==> config.mk <==
export PLATFORM = sky130hd
export DESIGN_NAME = rv_core
export DESIGN_NICKNAME = d
export VERILOG_FILES = /design/src/rv_pkg.sv /design/src/decode_if.sv /design/src/alu.sv /design/src/core_ctrl.sv /design/src/instr_decoder.sv /design/src/pc_unit.sv /design/src/reg_file.sv /design/src/rv_core.sv
export SDC_FILE = /design/constraint.sdc
export NUM_CORES = 2
export LEC_CHECK = 0
export BUFFER_PORTS_ARGS = -buffer_cell sky130_fd_sc_hd__buf_2
export CAP_MARGIN = 20
export CORE_MARGIN = 5
export CORE_UTILIZATION = 45
export DETAILED_ROUTE_END_ITERATION = 10
export REMOVE_ABC_BUFFERS = 1
export SYNTH_ARGS = -nofsm -noshare
export SYNTH_HDL_FRONTEND = slang
export SYNTH_SLANG_ARGS = --single-unit
==> constraint.sdc <==
create_clock -name clk -period 9.1 [get_ports clk]
set_input_delay 0.91 -clock clk [delete_from_list [all_inputs] [get_ports clk]]
set_output_delay 0.91 -clock clk [all_outputs]
set_load 0.005 [all_outputs]
==> src/rv_pkg.sv <==
package rv_pkg;

    localparam int xlen       = 32;
    localparam int reg_addr_w = 5;

    typedef logic [xlen-1:0]       word_t;
    typedef logic [reg_addr_w-1:0] reg_idx_t;
    typedef logic [3:0]            strobe_t;

    // Major opcodes
    localparam logic [6:0] op_reg    = 7'b0110011;
    localparam logic [6:0] op_imm    = 7'b0010011;
    localparam logic [6:0] op_load   = 7'b0000011;
    localparam logic [6:0] op_store  = 7'b0100011;
    localparam logic [6:0] op_branch = 7'b1100011;
    localparam logic [6:0] op_lui    = 7'b0110111;
    localparam logic [6:0] op_auipc  = 7'b0010111;
    localparam logic [6:0] op_jal    = 7'b1101111;
    localparam logic [6:0] op_jalr   = 7'b1100111;

    // Branch conditions
    localparam logic [2:0] f3_beq  = 3'b000;
    localparam logic [2:0] f3_bne  = 3'b001;
    localparam logic [2:0] f3_blt  = 3'b100;
    localparam logic [2:0] f3_bge  = 3'b101;
    localparam logic [2:0] f3_bltu = 3'b110;
    localparam logic [2:0] f3_bgeu = 3'b111;

    typedef enum logic [3:0] {
        alu_add,
        alu_sub,
        alu_sll,
        alu_slt,
        alu_sltu,
        alu_xor,
        alu_srl,
        alu_sra,
        alu_or,
        alu_and
    } alu_op_t;

    typedef enum logic [3:0] {
        cls_alu,
        cls_load,
        cls_store,
        cls_branch,
        cls_lui,
        cls_auipc,
        cls_jal,
        cls_jalr,
        cls_nop
    } instr_class_t;

    typedef enum logic [1:0] {
        st_fetch,
        st_decode,
        st_execute,
        st_load_wb
    } ctrl_state_t;

    localparam word_t   pc_step         = 32'd4;
    localparam strobe_t store_all_lanes = 4'b1111;  // Word stores only
    localparam word_t   reset_pc        = 32'h0000_0000;

endpackage

==> src/decode_if.sv <==
interface decode_if;
    import rv_pkg::*;

    reg_idx_t     rs1;
    reg_idx_t     rs2;
    reg_idx_t     rd;
    word_t        imm;      // Sign-extended per format
    logic [2:0]   funct3;
    alu_op_t      alu_op;
    logic         use_imm;  // Second ALU operand is imm
    instr_class_t iclass;

    modport source (
        output rs1, rs2, rd, imm, funct3, alu_op, use_imm, iclass
    );

    modport sink (
        input rs1, rs2, rd, imm, funct3, alu_op, use_imm, iclass
    );

endinterface

==> src/alu.sv <==
module alu (
    decode_if.sink        dec,
    input  rv_pkg::word_t rs1_data,
    input  rv_pkg::word_t rs2_data,
    output rv_pkg::word_t result
);
    import rv_pkg::*;

    word_t      op_b;
    logic [4:0] shamt;

    assign op_b  = dec.use_imm ? dec.imm : rs2_data;
    assign shamt = op_b[4:0];

    always_comb
    begin
        case (dec.alu_op)
            alu_add:  result = rs1_data + op_b;
            alu_sub:  result = rs1_data - op_b;
            alu_sll:  result = rs1_data << shamt;
            alu_slt:  result = word_t'($signed(rs1_data) < $signed(op_b));
            alu_sltu: result = word_t'(rs1_data < op_b);
            alu_xor:  result = rs1_data ^ op_b;
            alu_srl:  result = rs1_data >> shamt;
            alu_sra:  result = word_t'($signed(rs1_data) >>> shamt);
            alu_or:   result = rs1_data | op_b;
            alu_and:  result = rs1_data & op_b;
            default:  result = rs1_data + op_b;
        endcase
    end

endmodule

==> src/core_ctrl.sv <==
module core_ctrl (
    input  logic            clk,
    input  logic            rst,
    decode_if.sink          dec,
    input  rv_pkg::word_t   pc,
    input  rv_pkg::word_t   pc_plus4,
    input  rv_pkg::word_t   result,
    input  rv_pkg::word_t   rs2_data,
    output logic            latch,
    output logic            pc_update,
    output logic            rd_write,
    output rv_pkg::word_t   rd_data,
    output logic            instr_read,
    output rv_pkg::word_t   instr_addr,
    output logic            data_read,
    output rv_pkg::strobe_t data_write,
    output rv_pkg::word_t   data_addr,
    output rv_pkg::word_t   data_in,
    input  rv_pkg::word_t   data_out
);
    import rv_pkg::*;

    ctrl_state_t state;
    ctrl_state_t state_next;
    logic        exec;
    logic        writes_rd;

    always_ff @(posedge clk)
    begin
        if (rst)
            state <= st_fetch;
        else
            state <= state_next;
    end

    always_comb
    begin
        case (state)
            st_fetch:   state_next = st_decode;
            st_decode:  state_next = st_execute;
            st_execute: state_next = (dec.iclass == cls_load) ? st_load_wb : st_fetch;
            default:    state_next = st_fetch;
        endcase
    end

    assign exec = (state == st_execute);

    // Instruction side
    assign instr_read = (state == st_fetch);
    assign instr_addr = pc;
    assign latch      = (state == st_decode);
    assign pc_update  = exec;

    // Data side addressed by the ALU result
    assign data_read  = exec && (dec.iclass == cls_load);
    assign data_write = (exec && dec.iclass == cls_store) ? store_all_lanes : '0;
    assign data_addr  = result;
    assign data_in    = rs2_data;

    always_comb
    begin
        case (dec.iclass)
            cls_alu, cls_lui, cls_auipc, cls_jal, cls_jalr: writes_rd = 1'b1;
            default:                                        writes_rd = 1'b0;
        endcase
    end

    assign rd_write = (exec && writes_rd) || (state == st_load_wb);

    always_comb
    begin
        case (dec.iclass)
            cls_lui:           rd_data = dec.imm;
            cls_auipc:         rd_data = pc + dec.imm;
            cls_jal, cls_jalr: rd_data = pc_plus4;  // Link value
            cls_load:          rd_data = data_out;
            default:           rd_data = result;
        endcase
    end

endmodule

==> src/instr_decoder.sv <==
module instr_decoder (
    input  logic          clk,
    input  logic          rst,
    input  logic          latch,
    input  rv_pkg::word_t instr_out,
    decode_if.source      dec
);
    import rv_pkg::*;

    word_t      ir;
    logic [6:0] opcode;
    logic [2:0] funct3;
    logic [6:0] funct7;

    always_ff @(posedge clk)
    begin
        if (rst)
            ir <= '0;  // Opcode zero decodes as nop
        else if (latch)
            ir <= instr_out;
    end

    assign opcode = ir[6:0];
    assign funct3 = ir[14:12];
    assign funct7 = ir[31:25];

    assign dec.rs1     = ir[19:15];
    assign dec.rs2     = ir[24:20];
    assign dec.rd      = ir[11:7];
    assign dec.funct3  = funct3;
    assign dec.use_imm = (opcode != op_reg);

    always_comb
    begin
        case (opcode)
            op_imm, op_load, op_jalr: dec.imm = {{20{ir[31]}}, ir[31:20]};
            op_store:                 dec.imm = {{20{ir[31]}}, ir[31:25], ir[11:7]};
            op_branch: dec.imm = {{19{ir[31]}}, ir[31], ir[7], ir[30:25], ir[11:8], 1'b0};
            op_lui, op_auipc:         dec.imm = {ir[31:12], 12'b0};
            op_jal: dec.imm = {{11{ir[31]}}, ir[31], ir[19:12], ir[20], ir[30:21], 1'b0};
            default:                  dec.imm = '0;
        endcase
    end

    always_comb
    begin
        dec.alu_op = alu_add;  // Addresses and the JALR target
        dec.iclass = cls_nop;
        case (opcode)
            op_reg, op_imm:
            begin
                dec.iclass = cls_alu;
                case (funct3)
                    3'b000:  dec.alu_op = (opcode == op_reg && funct7[5]) ? alu_sub : alu_add;
                    3'b001:  dec.alu_op = alu_sll;
                    3'b010:  dec.alu_op = alu_slt;
                    3'b011:  dec.alu_op = alu_sltu;
                    3'b100:  dec.alu_op = alu_xor;
                    3'b101:  dec.alu_op = funct7[5] ? alu_sra : alu_srl;
                    3'b110:  dec.alu_op = alu_or;
                    default: dec.alu_op = alu_and;
                endcase
                if (opcode == op_reg && funct7[0])
                    dec.iclass = cls_nop;  // No multiply group
            end
            op_load:
            begin
                if (funct3 == 3'b010)
                    dec.iclass = cls_load;  // LW only
            end
            op_store:
            begin
                if (funct3 == 3'b010)
                    dec.iclass = cls_store;  // SW only
            end
            op_branch: dec.iclass = cls_branch;
            op_lui:    dec.iclass = cls_lui;
            op_auipc:  dec.iclass = cls_auipc;
            op_jal:    dec.iclass = cls_jal;
            op_jalr:   dec.iclass = cls_jalr;
            default:   dec.iclass = cls_nop;
        endcase
    end

endmodule

==> src/pc_unit.sv <==
module pc_unit (
    input  logic          clk,
    input  logic          rst,
    decode_if.sink        dec,
    input  rv_pkg::word_t rs1_data,
    input  rv_pkg::word_t rs2_data,
    input  rv_pkg::word_t result,
    input  logic          pc_update,
    output rv_pkg::word_t pc,
    output rv_pkg::word_t pc_plus4
);
    import rv_pkg::*;

    logic  taken;
    word_t target;
    word_t next_pc;

    assign pc_plus4 = pc + pc_step;
    assign target   = pc + dec.imm;  // Branch and JAL target

    always_comb
    begin
        case (dec.funct3)
            f3_beq:  taken = (rs1_data == rs2_data);
            f3_bne:  taken = (rs1_data != rs2_data);
            f3_blt:  taken = ($signed(rs1_data) < $signed(rs2_data));
            f3_bge:  taken = ($signed(rs1_data) >= $signed(rs2_data));
            f3_bltu: taken = (rs1_data < rs2_data);
            f3_bgeu: taken = (rs1_data >= rs2_data);
            default: taken = 1'b0;
        endcase
    end

    always_comb
    begin
        case (dec.iclass)
            cls_branch: next_pc = taken ? target : pc_plus4;
            cls_jal:    next_pc = target;
            cls_jalr:   next_pc = {result[xlen-1:1], 1'b0};
            default:    next_pc = pc_plus4;
        endcase
    end

    always_ff @(posedge clk)
    begin
        if (rst)
            pc <= reset_pc;
        else if (pc_update)
            pc <= next_pc;
    end

endmodule

==> src/reg_file.sv <==
module reg_file (
    input  logic          clk,
    input  logic          rst,
    decode_if.sink        dec,
    input  logic          rd_write,
    input  rv_pkg::word_t rd_data,
    output rv_pkg::word_t rs1_data,
    output rv_pkg::word_t rs2_data
);
    import rv_pkg::*;

    word_t regs [2**reg_addr_w];

    always_ff @(posedge clk)
    begin
        if (rst)
        begin
            for (int i = 0; i < 2**reg_addr_w; i++)
                regs[i] <= '0;
        end
        else if (rd_write && dec.rd != '0)  // x0 stays zero
            regs[dec.rd] <= rd_data;
    end

    assign rs1_data = regs[dec.rs1];
    assign rs2_data = regs[dec.rs2];

endmodule

==> src/rv_core.sv <==
module rv_core (
    input  logic            clk,
    input  logic            rst,
    output logic            instr_read,
    output rv_pkg::word_t   instr_addr,
    input  rv_pkg::word_t   instr_out,
    output logic            data_read,
    output rv_pkg::strobe_t data_write,
    output rv_pkg::word_t   data_addr,
    output rv_pkg::word_t   data_in,
    input  rv_pkg::word_t   data_out
);
    import rv_pkg::*;

    logic  latch;
    logic  pc_update;
    logic  rd_write;
    word_t rd_data;
    word_t rs1_data;
    word_t rs2_data;
    word_t result;
    word_t pc;
    word_t pc_plus4;

    decode_if dec_bus ();

    instr_decoder u_decoder (
        .clk       (clk),
        .rst       (rst),
        .latch     (latch),
        .instr_out (instr_out),
        .dec       (dec_bus.source)
    );

    reg_file u_reg_file (
        .clk      (clk),
        .rst      (rst),
        .dec      (dec_bus.sink),
        .rd_write (rd_write),
        .rd_data  (rd_data),
        .rs1_data (rs1_data),
        .rs2_data (rs2_data)
    );

    alu u_alu (
        .dec      (dec_bus.sink),
        .rs1_data (rs1_data),
        .rs2_data (rs2_data),
        .result   (result)
    );

    pc_unit u_pc_unit (
        .clk       (clk),
        .rst       (rst),
        .dec       (dec_bus.sink),
        .rs1_data  (rs1_data),
        .rs2_data  (rs2_data),
        .result    (result),
        .pc_update (pc_update),
        .pc        (pc),
        .pc_plus4  (pc_plus4)
    );

    core_ctrl u_ctrl (
        .clk        (clk),
        .rst        (rst),
        .dec        (dec_bus.sink),
        .pc         (pc),
        .pc_plus4   (pc_plus4),
        .result     (result),
        .rs2_data   (rs2_data),
        .latch      (latch),
        .pc_update  (pc_update),
        .rd_write   (rd_write),
        .rd_data    (rd_data),
        .instr_read (instr_read),
        .instr_addr (instr_addr),
        .data_read  (data_read),
        .data_write (data_write),
        .data_addr  (data_addr),
        .data_in    (data_in),
        .data_out   (data_out)
    );

endmodule

# Yosys cells after proc, flatten, opt, wreduce, memory -nomap -nowiden
# Memory sizes are Yosys's and may differ from the RTL's. A register that Yosys moved wholly into a read port is not among the register bits.
# Index checks and enable logic that the tools add are counted.
dict set report totals {
  register_bits 66
  ramBits 1024
  in_bits 66
  out_inout_bits 102
  n_memories 1
}
dict set report classes {
  n_addsub 4
  n_lt_le_gt_ge 6
  n_eq_ne 38
  shifts 3
  n_mux 31
  n_bitwise 3
  reduce_logical 17
}
# name words width read_ports rd_ports_with_merged_regs wr line_no
set memory_table {}
lappend memory_table {u_reg_file.regs 32 32 2 2 32 reg_file.sv:12} ;# word_t regs [2**reg_addr_w];
# operator count
set op_table {}
lappend op_table {{$pmux W32 S9} 1}
lappend op_table {{$pmux W32 S5} 1}
lappend op_table {{$lt A32 B32 Y1} 4}
lappend op_table {{$pmux W32 S4} 1}
lappend op_table {{$mux W32} 3}
lappend op_table {{$pmux W32 S3} 1}
lappend op_table {{$add A32 B32 Y32} 2}
lappend op_table {{$ge A32 B32 Y1} 2}
lappend op_table {{$add A32 B3 Y32 const B} 1}
lappend op_table {{$and A32 B32 Y32} 1}
lappend op_table {{$eq A32 B32 Y1} 1}
lappend op_table {{$eq A4 B3 Y1 const B} 8}
lappend op_table {{$ne A32 B32 Y1} 1}
lappend op_table {{$or A32 B32 Y32} 1}
lappend op_table {{$pmux W4 S8} 1}
lappend op_table {{$reduce_or A32 Y1} 1}
lappend op_table {{$shl A32 B5 Y32} 1}
lappend op_table {{$shr A32 B5 Y32} 1}
lappend op_table {{$sshr A32 B5 Y32} 1}
lappend op_table {{$sub A32 B32 Y32} 1}
lappend op_table {{$xor A32 B32 Y32} 1}
lappend op_table {{$pmux W4 S7} 1}
lappend op_table {{$mux W5} 5}
lappend op_table {{$eq A7 B6 Y1 const B} 3}
lappend op_table {{26 further kinds} 58}

# Depth between registers and ports, before layout
dict set report depth {
  word_depth 15
  mapped_depth 28
  depth_no_buf 21
}

# By module
# From an unflattened synthesis, not the netlist that was laid out.
dict set report hier_totals {
  cells_unflattened 7472
  hier_area_um2 76042.9
}
# mod instances cells_each area_each_um2 seq_area_each_um2
set by_module_without_submodules {}
lappend by_module_without_submodules {reg_file 1 4605 55888.6 30749.5}
lappend by_module_without_submodules {alu 1 1375 9098.7 0.0}
lappend by_module_without_submodules {pc_unit 1 744 5272.6 640.6}
lappend by_module_without_submodules {core_ctrl 1 510 3641.0 40.0}
lappend by_module_without_submodules {instr_decoder 1 238 2142.1 640.6}

# Least setup slack after synthesis
# No wires, ideal clock.
dict set report synth_path {
  path_type {flip-flop to output port}
  startpoint {reg (tool-made name)}
  endpoint {out data_addr[28]}
  arrival_time_ps 6251
  required_ps 8190
  slack_ps 1939
  stages_incl_launch_ff 23
  path_buffers 6
  cell_sequence {dfxtp_1 > buf_2 > buf_2 > clkbuf_1 > clkbuf_1 > buf_1 > mux4_2 > mux4_2 > mux2i_1 > inv_1 > a21o_1 > ha_1 > clkbuf_1 > nand3_1 > a211oi_1 > o211ai_1 > a2111oi_0 > o211a_1 > o21ai_0 > o21ai_0 > xnor2_1 > o211ai_1 > or2_2}
}
# item line_no
set synth_rtl {}
lappend synth_rtl {{to (decl)} rv_core.sv:9} ;# output rv_pkg::word_t data_addr,

==> results.md <==
* Fraction of the mapped netlist area in simple logic gates at 13.49%
* Xor/xnor share of the synthesized area at 1.100%
* Total CTS buffers at 119
* Failing checks: slew limit
* I/O pin count at 168
* Vias in the first global route at 58510
* VDD IR max at 0.0001837 V
* Met2 wire length at 150000 um
* Clock skew at 0.09072 ns
* Worst-margin pin slew at 1.532 ns
* Pin count of the biggest net entering global routing at 73
* Final hold violations at 0
* Share of layout cells above drive strength 1 at 19.63%
* EDFF count, synth at 1024
* Port Buf Inserts at 167
* Iteration-0 DRC Markers at 10860
* Initial cell density of the core at 45.29%
* Pleak at 27.64 nW
* Mux contribution to synthesized area at 18.88%
* GRT Overall Usage at 40.74%
* Nets@finish at 6699
* Max Cap Viol at 0
* Met1 WL at 117400 um
* Gate count of the mapped netlist at 6455
* Clock transition at the registers of the reported paths at 0.06 ns
* Avg Cell Area, Syn at 10.97 um2
* Hold WS at 0.4061 ns
* Final RePlAce weighted congestion at 1.058
* TritonRoute pass-1 iters at 9
* Area Growth Syn to Fin at 10.59%
* Setup crit end kind: output port
* CP max FO at 26
* H-tree depth at 3
* Seq cells post-synth at 1100
* Status: complete, but fails checks
* Most common cell after layout, fill and taps aside: nor2_1
* Die H at 406.7 um
* YS warnings at 0
* Total gr overflow at 0
* Max Clk Rate at 111.7 MHz
* CP Class: flip-flop to output port
* Final Max Slew Viols at 2
* Count of cell types in the netlist at 110
* First-pass GRT wire length at 468800 um
* Post-Syn Area at 70830 um2
* Final total power at 0.01467 W
* Final Cycle Share at 98.41%
* Core area at 156400 um2
* Clock latency on the worst-skew pair at 0.81 ns
* RSZ-0062 raised after global routing: no
* CP startpoint kind: flip-flop
* Most frequent cells in the layout: 1204 x nor2_1, 1024 x edfxtp_1, 453 x mux2i_1
* CTS tree: built
* Pwr dens at 187.2 nW/um2
* Final setup violating endpoints at 0
* Worst min-delay path class: input port to flip-flop
* Final WS setup at 0.1445 ns
* Post-DR wirelength/cell at 40.08 um
* CP Data Required Time at 8.19 ns
* Die Wd at 406.7 um
* Root Buffer: clkbuf_16
* DP HPWL at 225200 um
* CP arrival at 8.05 ns
* Synth Area in Compound Gates at 12.94%
* Largest family of logic cells by synthesized area: multiplexers
* Max layer used: met5
* Ys async rst share at 0%
* Slew margin rel. at -2.131%
* Hold_buf cts at 0
* Drt total wl at 346200 um
* Die ar. at 165400 um2
* Clock Path Buffers at 3
* Routed vias at 62020
* Initial antenna violation count at 12
* Final ANT Viol Nets at 0
* Setup WS pre-CTS at 0.7634 ns
* Post-synthesis adder-cell area fraction at 2.890%
* Setup TNS at 0 ns
* Routed met3 length at 45440 um
* Row count at 145
* Residual DRC at 0
* Drt via density at 7.179
* Top FF cell, synth: edfxtp_1
* Seq/Total Area, Yosys at 45.56%
* Clock tree sinks at 1100
* Tmin final at 8.955 ns
-- power breakdown --
| group | internal, W | switching, W |
|---|---|---|
| clock | 0.00279 | 0.00222 |
| combinational | 0.00117 | 0.00262 |
| sequential | 0.00570 | 0.000170 |
| total | 0.00966 | 0.00500 |
-- synthesized netlist by cell type, types with 24 or more instances --
cell type | count | area, um2
a211oi_1 | 77 | 578.1
a21o_1 | 82 | 615.6
a21oi_1 | 280 | 1401
a221oi_1 | 50 | 437.9
a22o_1 | 24 | 210.2
a22oi_1 | 145 | 1089
a31oi_1 | 42 | 262.8
and2_1 | 26 | 162.7
and3_1 | 39 | 244.0
buf_1 | 48 | 180.2
buf_2 | 128 | 640.6
buf_4 | 45 | 337.8
buf_6 | 44 | 495.5
clkbuf_1 | 335 | 1257
dfxtp_1 | 76 | 1521
edfxtp_1 | 1024 | 30750
ha_1 | 162 | 2027
inv_1 | 152 | 570.6
mux2i_1 | 455 | 4554
mux4_2 | 381 | 8581
nand2_1 | 349 | 1310
nand3_1 | 149 | 745.7
nand4_1 | 35 | 219.0
nor2_1 | 1211 | 4546
nor2_2 | 31 | 193.9
nor2b_1 | 37 | 231.5
nor3_1 | 122 | 610.6
nor4_1 | 42 | 262.8
o211ai_1 | 31 | 232.7
o21a_1 | 31 | 232.7
o21ai_0 | 153 | 765.7
o221ai_1 | 28 | 245.2
o22ai_1 | 80 | 500.5
o31ai_1 | 26 | 195.2
o32ai_1 | 24 | 210.2
xnor2_1 | 58 | 508.0
xor2_1 | 31 | 271.5
-- per-layer routing --
metal  up-vias  track usage, %
met2      5556           61.61
met3      1447           10.25
met5         -               0
met1     30510           50.67
li1      24500               -
met4         8           30.25
-- logic make-up (layout without fill, tap and decap cells) --
group / Yosys count / count (layout)
AOI/OAI and AO/OA: 1307 / 1307
xor gates and xnor gates: 89 / 89
adders and majority gates: 163 / 163
muxes: 857 / 857
buffers and inverters: 765 / 854
and+or+nand+nor: 2173 / 2173
DFF: 1100 / 1100
other: 1 / 38
-- metrics by stage --
stage / std cells / util, % / cell area [um2]
floorplan: 5879 / - / 67910
global placement: 8399 / 47.48 / 74250
detailed placement: 8400 / 47.48 / 74260
CTS: 8627 / 50.03 / 78240
global route: 8634 / 50.08 / 78320
finish: 8639 / 50.09 / 78330
-- final cells by class --
class | count | area, um2
antenna | 6 | 15.01
multi-input combinational | 4621 | 35530
timing repair buffer | 470 | 3349
clock buffer | 145 | 3075
clock inverter | 81 | 888.4
sequential | 1100 | 32300
fill | 14070 | 78060
tap | 2058 | 2575
inverter | 158 | 598.1
-- worst paths after layout --
check | start | endpoint | slack, ns | cells after the start
worst max-delay path | flip-flop | data_addr[30] | 0.14 | 18
worst min-delay path | instr_out[30] | u_decoder.ir[30] | 0.41 | 3
worst max register to register | flip-flop | u_reg_file.regs[24][30] | 1.22 | 20
worst min register to register | u_decoder.ir[2] | u_decoder.ir[2] | 0.50 | 2
-- critical path, stage by stage (launching register included) --
cell and delay, ns:
dfxtp_4 0.66, buf_4 0.56, nor2b_4 0.70, buf_12 0.26, a22oi_1 0.11, nand3_1 0.09
nand3_1 0.50, ha_1 0.79, nand3_1 0.15, a211oi_1 0.55, o211ai_1 0.27, a2111oi_0 0.47
buf_4 0.21, o211a_1 0.28, o21ai_0 0.26, o211a_1 0.31, o221a_2 0.27, o211ai_1 0.53
buf_2 0.23
-- what timing repair did --
action / in CTS / in global routing
endpoints found under the hold margin: 0 / 0
setup endpoints to repair: 1 / 2
resized for setup: 0 / 2
buffers inserted: 1 / 1
-- sequential cells by signal, indices dropped and copies added, names as in the netlist, named ones only --
name / flops
u_decoder.ir: 32
u_ctrl.state: 2
u_pc_unit.pc: 32
u_reg_file.regs: 1024
No activity file was read; power rests on OpenSTA's default activity.
